==> config.mk <==
export PLATFORM = sky130hd
export DESIGN_NAME = leaf_node
export DESIGN_NICKNAME = d
export VERILOG_FILES = /design/src/leaf_pkg.sv /design/src/leaf_ingress.sv /design/src/port_fifo.sv /design/src/route_credit_table.sv /design/src/leaf_egress.sv /design/src/leaf_node.sv
export SDC_FILE = /design/constraint.sdc
export NUM_CORES = 2
export LEC_CHECK = 0
export BUFFER_PORTS_ARGS = -buffer_cell sky130_fd_sc_hd__buf_2
export CAP_MARGIN = 25
export CORE_MARGIN = 4
export CORE_UTILIZATION = 39
export CTS_CLUSTER_SIZE = 14
export DETAILED_ROUTE_END_ITERATION = 16
export HOLD_SLACK_MARGIN = 0.02
export RECOVER_POWER = 25
export SLEW_MARGIN = 20
export SYNTH_ARGS = -nofsm -noshare
export SYNTH_HDL_FRONTEND = slang
export SYNTH_HIERARCHICAL = 1
export SYNTH_SLANG_ARGS = --single-unit
==> constraint.sdc <==
create_clock -name clk -period 14.74 [get_ports clk]
set_clock_uncertainty 0.1 [all_clocks]
set_input_delay 0.737 -clock clk [delete_from_list [all_inputs] [get_ports clk]]
set_output_delay 0.737 -clock clk [all_outputs]
set_load 0.005 [all_outputs]
==> src/leaf_pkg.sv <==
`default_nettype none

package leaf_pkg;

    // ~~~~~~~~~~~~~~~~~~~~~~~~~~~~~~~~~~~~~~~~~~~~~~~~~~~~~~~~~~~~~~~~~~~
    // Packet geometry
    // ~~~~~~~~~~~~~~~~~~~~~~~~~~~~~~~~~~~~~~~~~~~~~~~~~~~~~~~~~~~~~~~~~~~
    localparam int PACKET_BITS   = 49;
    localparam int PAYLOAD_BITS  = 32;
    localparam int NUM_LEAF_BITS = 5;
    localparam int NUM_PORT_BITS = 4;
    localparam int NUM_SEQ_BITS  = 7;
    localparam int OP_BITS       = 3;
    // Whatever is left after the header and the opcode and channel fields
    localparam int CTRL_ARG_BITS = PACKET_BITS - 1 - NUM_LEAF_BITS - 2 * NUM_PORT_BITS - OP_BITS;

    // User channels and buffering
    localparam int NUM_IN_PORTS   = 2;  // Network to user
    localparam int NUM_OUT_PORTS  = 6;  // User to network
    localparam int CHAN_IDX_BITS  = $clog2(NUM_OUT_PORTS);
    localparam int FIFO_DEPTH     = 16;
    localparam int FIFO_ADDR_BITS = $clog2(FIFO_DEPTH);
    localparam int CREDIT_BITS    = 8;

    localparam logic [NUM_PORT_BITS-1:0] CTRL_PORT = '0;

    localparam logic [OP_BITS-1:0] OP_SET_DEST   = 3'd1;
    localparam logic [OP_BITS-1:0] OP_ADD_CREDIT = 3'd2;

    // ~~~~~~~~~~~~~~~~~~~~~~~~~~~~~~~~~~~~~~~~~~~~~~~~~~~~~~~~~~~~~~~~~~~
    // Packet views
    // ~~~~~~~~~~~~~~~~~~~~~~~~~~~~~~~~~~~~~~~~~~~~~~~~~~~~~~~~~~~~~~~~~~~
    typedef struct packed {
        logic                     valid;
        logic [NUM_LEAF_BITS-1:0] dest_leaf;
        logic [NUM_PORT_BITS-1:0] dest_port;
        logic [NUM_SEQ_BITS-1:0]  seq;
        logic [PAYLOAD_BITS-1:0]  payload;
    } leaf_data_t;

    typedef struct packed {
        logic                     valid;
        logic [NUM_LEAF_BITS-1:0] dest_leaf;
        logic [NUM_PORT_BITS-1:0] dest_port;
        logic [OP_BITS-1:0]       ctrl_op;
        logic [NUM_PORT_BITS-1:0] ctrl_chan;
        logic [CTRL_ARG_BITS-1:0] ctrl_arg;  // Dest entry in 8:0 or credit count in 7:0
    } leaf_ctrl_t;

    // Port 0 selects the control view, every other port the data view
    typedef union packed {
        leaf_data_t data;
        leaf_ctrl_t ctrl;
    } leaf_packet_t;

    typedef struct packed {
        logic [NUM_LEAF_BITS-1:0] leaf;
        logic [NUM_PORT_BITS-1:0] port;
    } dest_entry_t;

    typedef struct packed {
        logic                     valid;
        logic [OP_BITS-1:0]       op;
        logic [NUM_PORT_BITS-1:0] chan;
        logic [CTRL_ARG_BITS-1:0] arg;
    } ctrl_cmd_t;

endpackage

`default_nettype wire

==> src/leaf_ingress.sv <==
`default_nettype none

module leaf_ingress import leaf_pkg::*; (
    input  wire                     clk,
    input  wire                     reset,
    input  wire leaf_packet_t       din_leaf_bft2interface,
    output logic [NUM_IN_PORTS-1:0] wr_en,
    output logic [PAYLOAD_BITS-1:0] wr_data,
    output ctrl_cmd_t               ctrl_cmd
);

    logic pkt_valid;
    logic is_ctrl;

    assign pkt_valid = din_leaf_bft2interface.data.valid;

    // Both views share the header, so either one could answer this
    assign is_ctrl = din_leaf_bft2interface.ctrl.dest_port == CTRL_PORT;

    always_ff @(posedge clk) begin
        wr_data       <= din_leaf_bft2interface.data.payload;
        ctrl_cmd.op   <= din_leaf_bft2interface.ctrl.ctrl_op;
        ctrl_cmd.chan <= din_leaf_bft2interface.ctrl.ctrl_chan;
        ctrl_cmd.arg  <= din_leaf_bft2interface.ctrl.ctrl_arg;

        if (reset) begin
            wr_en          <= '0;
            ctrl_cmd.valid <= 1'b0;
        end else begin
            ctrl_cmd.valid <= pkt_valid && is_ctrl;
            // Port p feeds buffer p-1, anything past the last buffer is dropped
            for (int i = 0; i < NUM_IN_PORTS; i++) begin
                wr_en[i] <= pkt_valid && !is_ctrl &&
                            din_leaf_bft2interface.data.dest_port == NUM_PORT_BITS'(i + 1);
            end
        end
    end

    // A packet ends up in at most one buffer or in the command path, never both
    assert property (@(posedge clk) disable iff (reset)
        $onehot0({wr_en, ctrl_cmd.valid}))
        else $error("ingress sent one packet to more than one destination");

endmodule

`default_nettype wire

==> src/port_fifo.sv <==
`default_nettype none

module port_fifo import leaf_pkg::*; (
    input  wire                     clk,
    input  wire                     reset,
    input  wire                     wr_en,
    input  wire [PAYLOAD_BITS-1:0]  wr_data,
    output logic [PAYLOAD_BITS-1:0] dout_leaf_interface2user,
    output logic                    vld_interface2user,
    input  wire                     ack_user2interface
);

    logic [PAYLOAD_BITS-1:0] mem [FIFO_DEPTH];

    // One extra bit on each pointer tells full from empty
    logic [FIFO_ADDR_BITS:0] wr_ptr;
    logic [FIFO_ADDR_BITS:0] rd_ptr;
    logic                    mem_empty;
    logic                    mem_full;
    logic                    pop;

    assign mem_empty = wr_ptr == rd_ptr;
    assign mem_full  = (wr_ptr[FIFO_ADDR_BITS] != rd_ptr[FIFO_ADDR_BITS]) &&
                       (wr_ptr[FIFO_ADDR_BITS-1:0] == rd_ptr[FIFO_ADDR_BITS-1:0]);

    // Refill the head whenever it is empty or being taken this cycle
    assign pop = !mem_empty && (!vld_interface2user || ack_user2interface);

    always_ff @(posedge clk) begin
        if (wr_en) begin
            mem[wr_ptr[FIFO_ADDR_BITS-1:0]] <= wr_data;
        end
        if (pop) begin
            dout_leaf_interface2user <= mem[rd_ptr[FIFO_ADDR_BITS-1:0]];
        end
    end

    always_ff @(posedge clk) begin
        if (reset) begin
            wr_ptr             <= '0;
            rd_ptr             <= '0;
            vld_interface2user <= 1'b0;
        end else begin
            if (wr_en) wr_ptr <= wr_ptr + 1'b1;
            if (pop) begin
                rd_ptr             <= rd_ptr + 1'b1;
                vld_interface2user <= 1'b1;
            end else if (ack_user2interface) begin
                vld_interface2user <= 1'b0;  // Head taken and nothing behind it
            end
        end
    end

    // The network sender must not overrun a buffer the user is not draining
    assert property (@(posedge clk) disable iff (reset)
        wr_en && mem_full |-> pop)
        else $error("write into a full user buffer");

endmodule

`default_nettype wire

==> src/route_credit_table.sv <==
`default_nettype none

module route_credit_table import leaf_pkg::*; (
    input  wire                                    clk,
    input  wire                                    reset,
    input  wire ctrl_cmd_t                         ctrl_cmd,
    input  wire [NUM_OUT_PORTS-1:0]                consume,
    output dest_entry_t [NUM_OUT_PORTS-1:0]        dest,
    output logic [NUM_OUT_PORTS-1:0]               credit_ok
);

    logic [NUM_OUT_PORTS-1:0][CREDIT_BITS-1:0] credit;
    logic [NUM_OUT_PORTS-1:0][CREDIT_BITS:0]   credit_sum;  // One bit wider to catch overflow
    logic [NUM_OUT_PORTS-1:0]                  cmd_hit;

    // Channel j of the table answers to channel number j+1 in a command
    always_comb begin
        for (int j = 0; j < NUM_OUT_PORTS; j++) begin
            cmd_hit[j] = ctrl_cmd.valid && ctrl_cmd.chan == NUM_PORT_BITS'(j + 1);
        end
    end

    // New credits and a consume in the same cycle both count
    always_comb begin
        for (int j = 0; j < NUM_OUT_PORTS; j++) begin
            credit_sum[j] = {1'b0, credit[j]} - consume[j];
            if (cmd_hit[j] && ctrl_cmd.op == OP_ADD_CREDIT) begin
                credit_sum[j] = credit_sum[j] + ctrl_cmd.arg[CREDIT_BITS-1:0];
            end
        end
    end

    always_ff @(posedge clk) begin
        if (reset) begin
            credit <= '0;
            dest   <= '0;
        end else begin
            for (int j = 0; j < NUM_OUT_PORTS; j++) begin
                // Saturate rather than wrap
                if (credit_sum[j][CREDIT_BITS]) begin
                    credit[j] <= '1;
                end else begin
                    credit[j] <= credit_sum[j][CREDIT_BITS-1:0];
                end

                if (cmd_hit[j] && ctrl_cmd.op == OP_SET_DEST) begin
                    dest[j] <= ctrl_cmd.arg[NUM_LEAF_BITS+NUM_PORT_BITS-1:0];
                end
            end
        end
    end

    always_comb begin
        for (int j = 0; j < NUM_OUT_PORTS; j++) begin
            credit_ok[j] = credit[j] != '0;
        end
    end

    // Egress may only spend credit that the table has granted
    assert property (@(posedge clk) disable iff (reset)
        (consume & ~credit_ok) == '0)
        else $error("consume on a channel with no credit");

endmodule

`default_nettype wire

==> src/leaf_egress.sv <==
`default_nettype none

module leaf_egress import leaf_pkg::*; (
    input  wire                                        clk,
    input  wire                                        reset,
    input  wire                                        resend,
    input  wire [NUM_OUT_PORTS-1:0][PAYLOAD_BITS-1:0]  din_leaf_user2interface,
    input  wire [NUM_OUT_PORTS-1:0]                    vld_user2interface,
    output logic [NUM_OUT_PORTS-1:0]                   ack_interface2user,
    input  wire dest_entry_t [NUM_OUT_PORTS-1:0]       dest,
    input  wire [NUM_OUT_PORTS-1:0]                    credit_ok,
    output logic [NUM_OUT_PORTS-1:0]                   consume,
    output leaf_packet_t                               dout_leaf_interface2bft
);

    logic [NUM_OUT_PORTS-1:0]                   req;
    logic [CHAN_IDX_BITS-1:0]                   last_grant;
    logic [CHAN_IDX_BITS-1:0]                   grant_idx;
    logic                                       grant_any;
    logic [NUM_OUT_PORTS-1:0][NUM_SEQ_BITS-1:0] seq;
    leaf_packet_t                               pkt_q;

    // ~~~~~~~~~~~~~~~~~~~~~~~~~~~~~~~~~~~~~~~~~~~~~~~~~~~~~~~~~~~~~~~~~~~
    // Round-robin arbiter
    // ~~~~~~~~~~~~~~~~~~~~~~~~~~~~~~~~~~~~~~~~~~~~~~~~~~~~~~~~~~~~~~~~~~~
    assign req = vld_user2interface & credit_ok & {NUM_OUT_PORTS{!resend}};

    // Search starts one past the last grant and wraps around once
    always_comb begin
        int idx;
        grant_any = 1'b0;
        grant_idx = last_grant;
        for (int k = 1; k <= NUM_OUT_PORTS; k++) begin
            idx = int'(last_grant) + k;
            if (idx >= NUM_OUT_PORTS) idx = idx - NUM_OUT_PORTS;
            if (!grant_any && req[idx]) begin
                grant_any = 1'b1;
                grant_idx = CHAN_IDX_BITS'(idx);
            end
        end
    end

    assign ack_interface2user = grant_any ? NUM_OUT_PORTS'(1) << grant_idx : '0;
    assign consume            = ack_interface2user;  // Every ack spends one credit

    // ~~~~~~~~~~~~~~~~~~~~~~~~~~~~~~~~~~~~~~~~~~~~~~~~~~~~~~~~~~~~~~~~~~~
    // Packet assembly
    // ~~~~~~~~~~~~~~~~~~~~~~~~~~~~~~~~~~~~~~~~~~~~~~~~~~~~~~~~~~~~~~~~~~~
    always_ff @(posedge clk) begin
        if (reset) begin
            last_grant <= CHAN_IDX_BITS'(NUM_OUT_PORTS - 1);  // First search begins at channel 0
            seq        <= '0;
            pkt_q      <= '0;
        end else begin
            pkt_q <= '0;
            if (grant_any) begin
                last_grant     <= grant_idx;
                seq[grant_idx] <= seq[grant_idx] + 1'b1;
                pkt_q.data     <= '{valid:     1'b1,
                                    dest_leaf: dest[grant_idx].leaf,
                                    dest_port: dest[grant_idx].port,
                                    seq:       seq[grant_idx],
                                    payload:   din_leaf_user2interface[grant_idx]};
            end
        end
    end

    // The network sees nothing at all while it asks for a resend
    assign dout_leaf_interface2bft = resend ? '0 : pkt_q;

endmodule

`default_nettype wire

==> src/leaf_node.sv <==
`default_nettype none

module leaf_node import leaf_pkg::*; (
    input  wire                                       clk,
    input  wire                                       reset,
    input  wire                                       resend,

    // Network side
    input  wire leaf_packet_t                         din_leaf_bft2interface,
    output wire leaf_packet_t                         dout_leaf_interface2bft,

    // Toward the user kernel
    output wire [NUM_IN_PORTS-1:0][PAYLOAD_BITS-1:0]  dout_leaf_interface2user,
    output wire [NUM_IN_PORTS-1:0]                    vld_interface2user,
    input  wire [NUM_IN_PORTS-1:0]                    ack_user2interface,

    // From the user kernel
    input  wire [NUM_OUT_PORTS-1:0][PAYLOAD_BITS-1:0] din_leaf_user2interface,
    input  wire [NUM_OUT_PORTS-1:0]                   vld_user2interface,
    output wire [NUM_OUT_PORTS-1:0]                   ack_interface2user
);

    wire [NUM_IN_PORTS-1:0]                wr_en;
    wire [PAYLOAD_BITS-1:0]                wr_data;
    wire ctrl_cmd_t                        ctrl_cmd;
    wire dest_entry_t [NUM_OUT_PORTS-1:0]  dest;
    wire [NUM_OUT_PORTS-1:0]               credit_ok;
    wire [NUM_OUT_PORTS-1:0]               consume;

    leaf_ingress ingress_inst (
        .clk                    (clk),
        .reset                  (reset),
        .din_leaf_bft2interface (din_leaf_bft2interface),
        .wr_en                  (wr_en),
        .wr_data                (wr_data),
        .ctrl_cmd               (ctrl_cmd)
    );

    // One buffer per user output channel, all fed from the same write data
    for (genvar i = 0; i < NUM_IN_PORTS; i++) begin : g_port
        port_fifo port_fifo_inst (
            .clk                      (clk),
            .reset                    (reset),
            .wr_en                    (wr_en[i]),
            .wr_data                  (wr_data),
            .dout_leaf_interface2user (dout_leaf_interface2user[i]),
            .vld_interface2user       (vld_interface2user[i]),
            .ack_user2interface       (ack_user2interface[i])
        );
    end

    route_credit_table table_inst (
        .clk       (clk),
        .reset     (reset),
        .ctrl_cmd  (ctrl_cmd),
        .consume   (consume),
        .dest      (dest),
        .credit_ok (credit_ok)
    );

    leaf_egress egress_inst (
        .clk                     (clk),
        .reset                   (reset),
        .resend                  (resend),
        .din_leaf_user2interface (din_leaf_user2interface),
        .vld_user2interface      (vld_user2interface),
        .ack_interface2user      (ack_interface2user),
        .dest                    (dest),
        .credit_ok               (credit_ok),
        .consume                 (consume),
        .dout_leaf_interface2bft (dout_leaf_interface2bft)
    );

endmodule

`default_nettype wire

==> flow_summary_export.csv <==
group,metric,value,unit
power_and_ir_drop,power_density,184,nW/um^2
timing,setup_tns,0,ns
global_routing,grt-ovfl-total,0,
global_routing,grt_usage,18.7,%
clock_tree,postCtsHoldBufs,39,
global_routing,grt_pass1_wl,211000,um
drt,detail-route-antenna-nets,0,
layout,nNetsFinal,4315,
critical_path,worstPathRequired,15.19,ns
drt,wire_per_inst,24.0,um
critical_path,critical-path-top-delay-family,"compound AO/OA/AOI/OAI gates",
clock_tree,cts.path.max_buffers,3,
critical_path,cp_num_buf_inv,3,
logic_synthesis,async_reset_ff_share,0,%
timing,setup_viol,0,
layout,area_delta_synth_final,16.0,%
drt,vias,32531,
critical_path,slowest_stage,"dfxtp_1",
drt,drtPass1Iterations,5,
logic_synthesis,ys_seq_elements,1348,
logic_synthesis,yosysUniqueCellTypes,93,
critical_path,arrival,9.00,ns
critical_path,r2r_slack,6.19,ns
critical_path,r2r-end,"table_inst/credit[39]",
floorplanning,die-area,151000,sq um
power_and_ir_drop,vdd_drop_max,0.000313,V
timing,max_freq,0.117,GHz
floorplanning,io-pin-count,373,
critical_path,cp_common_cell,"ha_1",
clock_tree,cts_tree,"built",
drt,drtIter0Drc,2820,
drt,remaining_drc_errors,0,
logic_synthesis,synth_area_leaders,"edfxtp_1 58%, mux4_2 12%, dfxtp_1 9.2%",
clock_tree,cts_buffers,145,
drt,finalWirelength,144000,um
floorplanning,die_x,388,um
clock_tree,htree_levels,4,
floorplanning,die_h,388,um
timing,max-slew-margin-rel,-38.2,%
floorplanning,initial_utilization,39.3,%
floorplanning,core,144000,sq um
placement,io_buffer_count,367,
logic_synthesis,synth_warnings,6,
layout,fin_util,45.6,%
logic_synthesis,post_synth_instance_area,56400,sq um
timing,rsz0062_at_grt,"no",
timing,min_period_over_period,58.0,%
timing,period_minus_slack,8.55,ns
min_path,hold_class,"in2reg",
logic_synthesis,synth_flop_cell,"edfxtp_1",
run_status,violations,"capacitance limit, slew limit",
placement,dp_hpwl,84900,um
run,cap_violations,5,
clock_tree,cts_setup_buffers,0,
clock_tree,clk_latency,0.77,ns
power_and_ir_drop,p_leak,22.3,nW
timing,maxSlewViolCount,162,
clock_tree,cts-root-buf,"clkbuf_16",
critical_path,cp-end-kind,"flip-flop",
logic_synthesis,synth-seq-area-share,67.2,%
global_routing,grt_max_degree,74,
layout,drive_above_1_share,25.4,%
global_routing,grt_pass1_vias,32397,
critical_path,r2r_cells,23,
min_path,min_to,"ingress_inst/wr_en[0]",
clock_tree,numClockSinks,1348,
critical_path,path_cells,"inv_1, ha_1, inv_1, ha_1, a211o_1, a2111oi_0, a311o_1, a2bb2oi_1, o211ai_1, and2_1, nand3_1, inv_1, ha_1, ha_1, nand2_1, xnor2_1, ha_1, o21a_1, o31a_1, nor2_1, a21oi_1, xor2_1, a31oi_1",
timing,worst_pin_slew,2.07,ns
critical_path,max_stage_delay,0.84,ns
run_status,status,"finished, violations left",
clock_tree,cts_resized,0,
floorplanning,num_rows,139,
drt,vias_per_cell,5.42,
logic_synthesis,synth_top_area_share,57.9,%
logic_synthesis,synth_area_per_cell,15.8,sq um
critical_path,cp-start-kind,"flip-flop",
logic_synthesis,yosys.area.top_type,"edfxtp_1",
placement,gp_congestion,0.940,
logic_synthesis,synth-edff-count,1088,
critical_path,r2r_start,"egress_inst/last_grant[0]",
min_path,holdCritStartpoint,"din_leaf_bft2interface[48]",
timing,hold_viol,0,
min_path,hold_depth,2,
logic_synthesis,syn-num-nets,3906,
global_routing,antenna_found_initial,17,
clock_tree,path_clk_slew,0.06,ns
critical_path,critPathMaxFanout,20,
logic_synthesis,synth_cells,3567,
critical_path,criticalPathCategory,"reg2reg",
## flip-flops by register name (all words and copies together), names as in the netlist
register / cells
g_port.port_fifo_inst/mem: 1024
egress_inst/seq: 42
table_inst/credit: 48
g_port.port_fifo_inst/rd_ptr: 10
egress_inst/last_grant: 3
table_inst/dest: 54
egress_inst/pkt_q: 49
ingress_inst/ctrl_cmd: 40
g_port.port_fifo_inst/dout_leaf_interface2user: 64
g_port.port_fifo_inst/vld_interface2user: 2
ingress_inst/wr_en: 2
g_port.port_fifo_inst/wr_ptr: 10
## cell usage in the layout (no fill, tap or decap), types with 19 or more instances in the layout
master,count
nor2_1,161
buf_4,66
dlygate4sd3_1,39
dfxtp_1,250
o21ai_0,69
mux4_2,298
inv_1,56
buf_2,358
a21oi_1,193
clkbuf_1,50
clkbuf_16,147
xnor2_1,42
nand3_1,96
nand4_1,21
and2_2,34
nor3_1,32
a211oi_1,19
ha_1,81
clkinv_2,23
edfxtp_1,1088
nor2b_1,69
clkinv_1,28
mux2i_1,66
a31oi_1,25
a22oi_1,129
xor2_1,39
nand2_1,300
## worst max-delay path by stage
stage,start,to,cells past startpoint
after global routing,egress_inst/last_grant[0],table_inst/credit[39],23
after global placement,egress_inst/last_grant[0],table_inst/credit[34],23
final,egress_inst/last_grant[0],table_inst/credit[39],23
after detailed placement,egress_inst/last_grant[0],table_inst/credit[39],23
after CTS,egress_inst/last_grant[0],table_inst/credit[39],23
after floorplan,egress_inst/last_grant[0],table_inst/credit[10],26
## metrics by stage
| stage | total power (W) | instance area [sq um] | worst slack, ns | hold WS [ns] | std cells |
|---|---|---|---|---|---|
| floorplan | 0.00742 | 56400 | 8.67 | 0.332 | 3567 |
| global placement | 0.00849 | 60000 | 6.45 | 0.338 | 5671 |
| detailed placement | 0.00852 | 60300 | 6.42 | 0.347 | 5686 |
| CTS | 0.0121 | 65400 | 6.35 | 0.115 | 5994 |
| global route | 0.0127 | 65400 | 5.50 | 0.141 | 6002 |
| finish | 0.0121 | 65400 | 6.19 | 0.175 | 6004 |
## area by class of cell
type                            instances  area [sq um]
Tap cell                             1903          2380
Timing Repair Buffer                  495          3010
Clock buffer                          188          3910
Sequential cell                      1348         37900
Fill cell                           12597         78200
Antenna cell                            3          7.51
Clock inverter                         81           851
Inverter                               57           214
Multi-Input combinational cell       1929         17200
## kinds of logic (layout without fill, tap and decap cells)
family                   Yosys count  after routing  synth area share, %
AO/OA/AOI/OAI                    548            548                 6.30
XOR/XNOR                          87             87                 1.44
other                              0              3                    0
multiplexers                     374            374                 13.3
buffers and inverters            290            821                 2.62
adder cells (fa/ha/maj)           87             87                 2.01
AND/OR/NAND/NOR                  833            833                 7.15
flip-flops                      1348           1348                 67.2
## where the power goes
group	internal, W	total [W]	switching [W]
Clock	0.00204	0.00358	0.00153
Combinational	0.00154	0.00413	0.00259
Sequential	0.00425	0.00435	0.0000979
Total	0.00783	0.0121	0.00422
## routing by layer
metal	track usage, %	routed length, um
met5	0	47
met4	4.47	2510
met3	3.69	9560
met2	29.4	67200
met1	27.0	64600
## cells in the mapped netlist, types with 7 or more instances
library cell     n
buf_6           21
nor3_1          34
a211o_1          8
a31oi_1         25
nand2_1        301
or3_1            7
a211oi_1        19
edfxtp_1      1088
mux4_2         298
dfxtp_1        260
a21o_1          12
or4_1            9
o21a_1          11
nand4_1         21
nand3_1         96
nand2b_1         9
nor2_1         163
a22oi_1        129
nor4_1          14
mux2i_1         66
and2_1          41
clkbuf_1       111
ha_1            81
a32oi_1          8
o21ai_0         69
buf_2           49
xor2_1          39
nor2b_1         73
and3_1          18
xnor2_1         44
a21oi_1        193
buf_4           45
inv_1           56
Power figures use the tool's default switching activity.
